--- config.mk ---
export PLATFORM = sky130hd
export DESIGN_NAME = jtag_pad_sync_flat
export DESIGN_NICKNAME = d
export VERILOG_FILES = /design/src/jtag_ifs.sv /design/src/jtag_pad_sync.sv /design/src/flat_wrapper.sv
export SDC_FILE = /design/constraint.sdc
export NUM_CORES = 1
export LEC_CHECK = 0
export ABC_AREA = 0
export BUFFER_PORTS_ARGS = -buffer_cell sky130_fd_sc_hd__buf_2
export CORE_AREA = 5 5 42 44
export DETAILED_ROUTE_END_ITERATION = 8
export DIE_AREA = 0 0 47 49
export MAX_ROUTING_LAYER = met4
export PLACE_DENSITY = 0.44
export SETUP_SLACK_MARGIN = 0.05
export SLEW_MARGIN = 20
export SYNTH_ARGS = -nofsm -noshare
export SYNTH_HDL_FRONTEND = slang
export SYNTH_SLANG_ARGS = --single-unit
--- constraint.sdc ---
create_clock -name pads -period 1.49 [get_ports pads]
set_input_delay 0 -clock pads [delete_from_list [all_inputs] [get_ports pads]]
set_output_delay 0 -clock pads [all_outputs]
set_load 0.05 [all_outputs]
--- src/jtag_ifs.sv ---
// internal interfaces of the debug port
//   jtag_pad_if     synchronized pins and TCK edge strobes
//   jtag_status_if  TAP state towards the bridge
//   wb_if           Wishbone classic bus
`timescale 1ns/10ps

interface jtag_pad_if;
	logic	tck_rise;
	logic	tck_fall;
	logic	tms;
	logic	tdi;
	logic	trst;
	logic	tdo;

	modport source (output tck_rise, tck_fall, tms, tdi, trst, input tdo);
	modport sink   (input tck_rise, tck_fall, tms, tdi, trst, output tdo);
endinterface : jtag_pad_if


--- src/jtag_pad_sync.sv ---
// JTAG pin synchronizer
// two-flop sync of TCK, TMS, TDI and TRST, TCK edge strobes, TDO output flop
`timescale 1ns/10ps

module jtag_pad_sync (
	input	logic	pads,
	input	logic	i_rst_n,
	input	logic	i_tck,
	input	logic	i_tms,
	input	logic	i_tdi,
	input	logic	i_trst_n,
	output	logic	o_tdo,
	jtag_pad_if.source	pad
);

	// pin order {trst_n, tms, tdi, tck}, idle levels
	localparam logic [3:0] C_PIN_IDLE = 4'b1100;

	logic [3:0]	pin_meta;
	logic [3:0]	pin_sync;
	logic		tck_prev;

	always_ff @(posedge pads) begin
		if (!i_rst_n) begin
			pin_meta	<= C_PIN_IDLE;
			pin_sync	<= C_PIN_IDLE;
			tck_prev	<= 1'b0;
			o_tdo		<= 1'b0;
		end else begin
			pin_meta	<= {i_trst_n, i_tms, i_tdi, i_tck};
			pin_sync	<= pin_meta;
			tck_prev	<= pin_sync[0];
			o_tdo		<= pad.tdo;
		end
	end

	// edge strobes, one pads cycle wide
	assign pad.tck_rise	= pin_sync[0] & ~tck_prev;
	assign pad.tck_fall	= ~pin_sync[0] & tck_prev;
	assign pad.tdi		= pin_sync[1];
	assign pad.tms		= pin_sync[2];
	assign pad.trst		= ~pin_sync[3];

endmodule : jtag_pad_sync

--- src/flat_wrapper.sv ---
// flat-port wrapper written by rule: the top's interface ports become plain ports
module jtag_pad_sync_flat 
  (pads, i_rst_n, i_tck, i_tms, i_tdi, i_trst_n, o_tdo, pad_tck_rise, pad_tck_fall, pad_tms, pad_tdi, pad_trst, pad_tdo);
  jtag_pad_if pad_i ();
  input	logic pads;
  input	logic i_rst_n;
  input	logic i_tck;
  input	logic i_tms;
  input	logic i_tdi;
  input	logic i_trst_n;
  output	logic o_tdo;
  output wire logic [$bits(pad_i.tck_rise)-1:0] pad_tck_rise;
  output wire logic [$bits(pad_i.tck_fall)-1:0] pad_tck_fall;
  output wire logic [$bits(pad_i.tms)-1:0] pad_tms;
  output wire logic [$bits(pad_i.tdi)-1:0] pad_tdi;
  output wire logic [$bits(pad_i.trst)-1:0] pad_trst;
  input wire logic [$bits(pad_i.tdo)-1:0] pad_tdo;
  assign pad_tck_rise = pad_i.tck_rise;
  assign pad_tck_fall = pad_i.tck_fall;
  assign pad_tms = pad_i.tms;
  assign pad_tdi = pad_i.tdi;
  assign pad_trst = pad_i.trst;
  assign pad_i.tdo = pad_tdo;
  jtag_pad_sync u_core (.pads(pads), .i_rst_n(i_rst_n), .i_tck(i_tck), .i_tms(i_tms), .i_tdi(i_tdi), .i_trst_n(i_trst_n), .o_tdo(o_tdo), .pad(pad_i));
endmodule
==> After elaboration in Yosys (flattened, before gate mapping) <==
Index checks and enable logic that the tools add are counted.
{ "totals": {"register_bits": 10, "input_bits": 7, "out_inout_bits": 6} }
{ "classes": {"bitwise": 5} }
{ "op_table": {"columns": ["op", "count"], "rows": [
  ["inverter 1 bit", 3],
  ["bitwise AND 1 bit", 2]
]} }

==> Depth between registers and ports, before layout <==
Gate-level depths: netlist of run 1.
{ "depth": {"word_depth": 2, "depth_mapped": 1, "mapped_depth_nobuf": 1} }

==> Worst setup path before layout of run 1 <==
OpenSTA, ideal clock, no wires.
{ "synth_path": {"path_type": "register -> output", "start": "register u_core.pin_sync[0]", "end": "output pad_tck_rise", "required_ns": 1.490, "setup_slack_ns": 0.458, "t_arrival_ns": 1.032, "path_stages_with_launch": 2, "path_cell_list": "dfxtp_1 -> nor2b_1"} }
{ "synth_via": {"elab_chain_len": 1} }
{ "synth_rtl": {"columns": ["element", "line_no", "text"], "rows": [
  ["from (decl)", "jtag_pad_sync.sv:20", "logic [3:0] pin_sync;"],
  ["from (signal assigned)", "jtag_pad_sync.sv:31", "pin_sync <= pin_meta;"],
  ["bitwise AND 1 bit", "jtag_pad_sync.sv:38", "assign pad.tck_rise = pin_sync[0] & ~tck_prev;"],
  ["to (decl)", "flat_wrapper.sv:12", "output wire logic [$bits(pad_i.tck_rise)-1:0] pad_tck_rise;"]
]} }
No other way between the ends.

==> Final worst setup path of run 1 <==
{ "layout_path": {"start": "input i_rst_n", "end": "register u_core.pin_meta[3]"} }
{ "layout_rtl": {"columns": ["element", "line_no", "text"], "rows": [
  ["from (decl)", "flat_wrapper.sv:6", "input logic i_rst_n;"],
  ["to (signal assigned)", "jtag_pad_sync.sv:30", "pin_meta <= {i_trst_n, i_tms, i_tdi, i_tck};"],
  ["to (decl)", "jtag_pad_sync.sv:19", "logic [3:0] pin_meta;"]
]} }
No word-level cell between the ends.

==> results.py, run 1 <==
metrics = {
    "sta": {
        "tns_ns": 0,
        "maxSlewHeadroom_pct": 83.2,
        "slew_violations": 0,
        "min_period_ns": 1.16,
        "tightest_slew_ns": 0.253,
        "finalSetupViolations": 0,
        "hold_viol": 0,
        "rsz0062_at_grt": "no",
        "fmax_mhz": 860,
        "fin_crit_sh_pct": 78.0,
        "setup_ws_ns": 0.327,
        "fin_skew_ns": 0.000155,
    },
    "finish": {
        "design_area_um2": 475,
        "diodes": 0,
        "mostFrequentLayoutCell": "buf_2",
        "fin_nets": 55,
        "area_growth_pct": 70.4,
        "layout-drive-gt1-share_pct": 34.0,
        "final_cell_mix": "12 x buf_2, 10 x dfxtp_1, 8 x dlygate4sd3_1",
    },
    "critical_path": {
        "slowest_stage": "dlygate4sd3_1",
        "crit_fanout": 10,
        "path_class": "primary input to flop",
        "required_ns": 1.64,
        "path_delay_family": "buffers and inverters",
        "critPathBufInv": 3,
        "path_cells": "dlygate4sd3_1 > buf_2 > nand2b_1 > dlygate4sd3_1",
        "endpoint_kind": "flop",
        "critPathLaunchType": "primary input",
        "cp_slowest_stage_delay_ns": 0.54,
        "arrival_ns": 1.31,
        "crit_top_cell": "dlygate4sd3_1",
    },
    "synthesis": {
        "synthTopCellsByArea": "dfxtp_1 72%, and2_1 13%, nand2b_1 9.0%",
        "syn_nets": 30,
        "yosysTopAreaCell": "dfxtp_1",
        "synth-seq-cells": 10,
        "ys_seq_area_share_pct": 71.7,
        "synth_top_family_by_area": "simple AND/OR/NAND/NOR gates",
        "synth_fa_ha_area_share_pct": 0,
        "muxShareOfSynthArea_pct": 0,
        "netlist_instances": 23,
        "netlist_area_um2": 279,
        "ys_types": 5,
        "synth_top_area_share_pct": 71.7,
        "avgSynthCellArea_um2": 12.1,
        "synthSimpleGateAreaFrac_pct": 26.9,
        "synth_compound_area_share_pct": 0,
        "synth-xor-area-share_pct": 0,
        "yosys_warnings": 0,
    },
    "detailed_routing": {
        "drt_first_pass_iters": 1,
        "num_vias": 213,
        "ant_nets": 0,
        "drtIter0Drc": 0,
        "wirelength_um": 461,
        "vias_per_cell": 3.38,
        "drc": 0,
        "post_drt_wl_per_cell_um": 7.32,
    },
    "clocking": {
        "root_buffer": "clkbuf_4",
        "post_cts_buffers": 0,
        "clock-sinks": 10,
        "clock_latency_ns": 0.26,
        "clk_path_buf_depth": 2,
        "clk_pin_slew_ns": 0.06,
        "cts_resized": 0,
        "cts_tree": "built",
        "h-tree-depth": 1,
        "numCtsBuffers": 3,
    },
    "floorplan": {
        "die_h_um": 49,
        "core_area_um2": 1400,
        "dieArea_um2": 2300,
        "row_count": 14,
        "start_util_pct": 19.9,
        "io_pins": 13,
        "fp.dieW_um": 47,
    },
    "global_route": {
        "track_usage_pct": 4.93,
        "grt_pass1_wl_um": 703,
        "grt_pass1_vias": 186,
        "antenna_found_initial": 0,
        "overflow": 0,
        "grt_max_degree": 11,
    },
    "power": {
        "finalPower_mw": 0.581,
        "power_leakage_nw": 0.227,
        "powerDensity_nw_per_um2": 1220,
        "ir_worst_vdd_mv": 0.558,
    },
    "place": {
        "pre_cts_slack_ns": 0.781,
        "port_buffers": 12,
        "gp_congestion": 0.604,
        "place_area_um2": 359,
    },
    "worst_hold_path": {
        "worst_hold_path_type": "flop to flop",
    },
    "status": {
        "outcome": "finished clean",
    },
    "flow_run": {
        "cap_violations": 0,
    },
}
[logic make-up (layout without fill, tap and decap cells)]
logic type             after synthesis  count (layout)
flip-flops                          10              10
buffers and inverters                1              25
AND/OR/NAND/NOR                     12              12
[where the power goes]
part | leakage (nW) | switching (mW) | internal (mW)
registers | 0.0828 | 0.00251 | 0.279
clock network | 0.0210 | 0.0868 | 0.148
logic | 0.123 | 0.0338 | 0.0301
[worst paths after layout]
check / startpoint / end / slack, ns / cells past startpoint
max: i_rst_n / u_core.pin_meta[3] / 0.33 / 4
min: u_core.pin_meta[2] / u_core.pin_sync[2] / 0.41 / 1
max reg2reg: u_core.pin_sync[0] / u_core.tck_prev / 0.94 / 1
min reg2reg: u_core.pin_meta[2] / u_core.pin_sync[2] / 0.41 / 1
[state kept, by name (all words and copies together) (netlist names)]
name / cells
u_core.pin_sync: 4
u_core.tck_prev: 1
u_core.pin_meta: 4
u_core.o_tdo: 1
[stage by stage]
stage	hold WS [ns]	utilization [%]	std cells
final	0.408	33.9	63
after global routing	0.434	33.9	63
after CTS	0.412	33.9	63
after detailed placement	0.185	25.6	51
after global placement	0.179	25.6	51
after floorplan	0.0730	-	23
[synthesized netlist by cell type]
master / instances
inv_1: 1
nor2b_1: 2
and2_1: 6
dfxtp_1: 10
nand2b_1: 4
[what timing repair did]
action                                 4_1_cts  5_1_grt
hold buffers                                 8        0
endpoints found under the hold margin        7        0
setup endpoints to repair                    0        0
[layout make-up]
type | instances | area [um^2]
Clock buffer | 4 | 36.3
Fill cell | 153 | 926
Inverter | 1 | 3.75
Multi-Input combinational cell | 12 | 75.1
Sequential cell | 10 | 200
Tap cell | 16 | 20.0
Timing Repair Buffer | 20 | 140
[routing by layer]
| layer | vias to the layer above | wire length (um) | track usage (%) |
|---|---|---|---|
| met5 | - | 0 | - |
| met1 | 87 | 162 | 4.23 |
| li1 | 117 | - | - |
| met2 | 9 | 226 | 5.88 |
| met3 | 0 | 71 | 2.95 |
| met4 | 0 | 0 | 6.91 |
(Power assumes the default switching activity.)
==> run 2, diff against run 1 <==
--- a/config.mk
+++ b/config.mk
@@ -11,7 +11,7 @@
 export DETAILED_ROUTE_END_ITERATION = 8
 export DIE_AREA = 0 0 47 49
 export MAX_ROUTING_LAYER = met4
-export PLACE_DENSITY = 0.44
+export PLACE_DENSITY = 0.46
 export SETUP_SLACK_MARGIN = 0.05
 export SLEW_MARGIN = 20
 export SYNTH_ARGS = -nofsm -noshare
==> constraint.sdc (replaced) <==
create_clock -name pads -period 1.05 [get_ports pads]
set_input_delay 0 -clock pads [delete_from_list [all_inputs] [get_ports pads]]
set_output_delay 0 -clock pads [all_outputs]
set_load 0.05 [all_outputs]
==> run 2 against run 1 <==
Effect of this change: via count fell by 4.2%; setup slack lost 0.20 ns; core utilization down 1.1 points; critical path depth shrank 2; clock skew is essentially flat; flip-flop and latch count is the same; critical path type is now flop to output port; largest power group unchanged; highest routed layer is now met4.
==> results.py, run 2 (synthesis results as in run 1) <==
metrics = {
    "place": {
        "pre_cts_slack_ns": 0.333,
        "gp_congestion": 0.535,
        "port_buffers": 12,
        "place_area_um2": 359,
    },
    "sta": {
        "finalSetupViolations": 0,
        "holdWs_ns": 0.408,
        "fmax_mhz": 1080,
        "tightest_slew_ns": 0.252,
        "fin_skew_ns": 0.000183,
        "tns_ns": 0,
        "setup_ws_ns": 0.124,
        "maxSlewHeadroom_pct": 83.3,
        "rsz0062_at_grt": "no",
        "hold_viol": 0,
        "fin_crit_sh_pct": 88.2,
        "min_period_ns": 0.926,
        "slew_violations": 0,
    },
    "power": {
        "ir_worst_vdd_mv": 0.660,
        "power_leakage_nw": 0.221,
        "powerDensity_nw_per_um2": 1780,
    },
    "floorplan": {
        "io_pins": 13,
        "dieArea_um2": 2300,
        "row_count": 14,
        "core_area_um2": 1400,
        "die_h_um": 49,
        "start_util_pct": 19.9,
        "fp.dieW_um": 47,
    },
    "global_route": {
        "grt_pass1_vias": 179,
        "grt_max_degree": 11,
        "grt_pass1_wl_um": 738,
        "overflow": 0,
        "track_usage_pct": 5.14,
        "antenna_found_initial": 0,
    },
    "critical_path": {
        "critPathBufInv": 1,
        "endpoint_kind": "output port",
        "arrival_ns": 0.93,
        "slowest_stage": "dfxtp_1",
        "cp_slowest_stage_delay_ns": 0.34,
        "path_delay_family": "flip-flops",
        "crit_fanout": 3,
        "path_class": "flop to output port",
        "required_ns": 1.05,
        "path_cells": "nor2b_1 > buf_4",
        "critPathLaunchType": "flop",
    },
    "finish": {
        "area_growth_pct": 65.0,
        "design_area_um2": 460,
        "multi_input_area_um2": 75.1,
        "reg_top3": "u_core.pin_meta x4, u_core.pin_sync x4",
        "diodes": 0,
        "fill_cells": 150,
        "final_cell_mix": "10 x buf_2, 10 x dfxtp_1, 6 x and2_1, 6 x dlygate4sd3_1, 4 x nand2b_1",
        "fin_nets": 53,
        "regArea_um2": 200,
        "layout-drive-gt1-share_pct": 35.6,
    },
    "detailed_routing": {
        "wirelength_um": 456,
        "met2_length_um": 211,
        "num_vias": 204,
        "vias_per_cell": 3.34,
        "top_layer": "met4",
        "drtIter0Drc": 3,
        "ant_nets": 0,
        "dr_wl_met3_um": 54,
        "post_drt_wl_per_cell_um": 7.48,
        "drc": 0,
        "wirelength_met1_um": 177,
        "drt_first_pass_iters": 3,
    },
    "worst_hold_path": {
        "worst_hold_path_type": "flop to flop",
    },
    "clocking": {
        "clk_pin_slew_ns": 0.06,
        "h-tree-depth": 1,
        "clk_path_buf_depth": 2,
        "clock-sinks": 10,
        "cts_tree": "built",
        "clock_latency_ns": 0.26,
        "numCtsBuffers": 3,
        "root_buffer": "clkbuf_4",
        "post_cts_buffers": 0,
    },
    "status": {
        "outcome": "finished clean",
    },
    "flow_run": {
        "cap_violations": 0,
    },
}
run 2: power breakdown:
group,total [mW],switching [mW],internal (mW)
Clock,0.333,0.123,0.210
Combinational,0.0866,0.0473,0.0393
Sequential,0.401,0.00407,0.397
run 2: metal layers:
metal	up-vias	global-route usage, %
met5	-	-
li1	112	-
met2	9	5.66
met1	81	5.33
met3	2	2.58
met4	0	6.91
run 2: path summary, 6_finish.rpt:
path / startpoint / cells past startpoint / end / slack (ns)
setup / recovery: u_core.pin_sync[0] / 2 / pad_tck_rise / 0.12
hold / removal: u_core.pin_meta[3] / 1 / u_core.pin_sync[3] / 0.41
hold reg to reg: u_core.pin_meta[3] / 1 / u_core.pin_sync[3] / 0.41
setup reg to reg: u_core.pin_sync[0] / 1 / u_core.tck_prev / 0.50
run 2: layout make-up:
type | count | share of cell area (%)
clock buffers | 4 | 7.88
inverters | 1 | 0.815
multi-input cells | 12 | 16.3
flip-flops and latches | 10 | 43.5
well taps | 16 | 4.35
repair buffers | 18 | 27.2
run 2: timing repair:
item | CTS | global route
resized for setup | 1 | 2
pin swaps | 0 | 0
hold endpoints to repair | 7 | 0
setup endpoints to repair | 1 | 1
hold buffers | 6 | 0
run 2: per-stage QoR:
stage | instances | utilization (%) | power (mW)
after global routing | 61 | 32.9 | 0.862
after floorplan | 23 | - | 0.454
after detailed placement | 51 | 25.6 | 0.479
after global placement | 51 | 25.6 | 0.477
final | 61 | 32.9 | 0.820
after CTS | 61 | 32.7 | 0.837
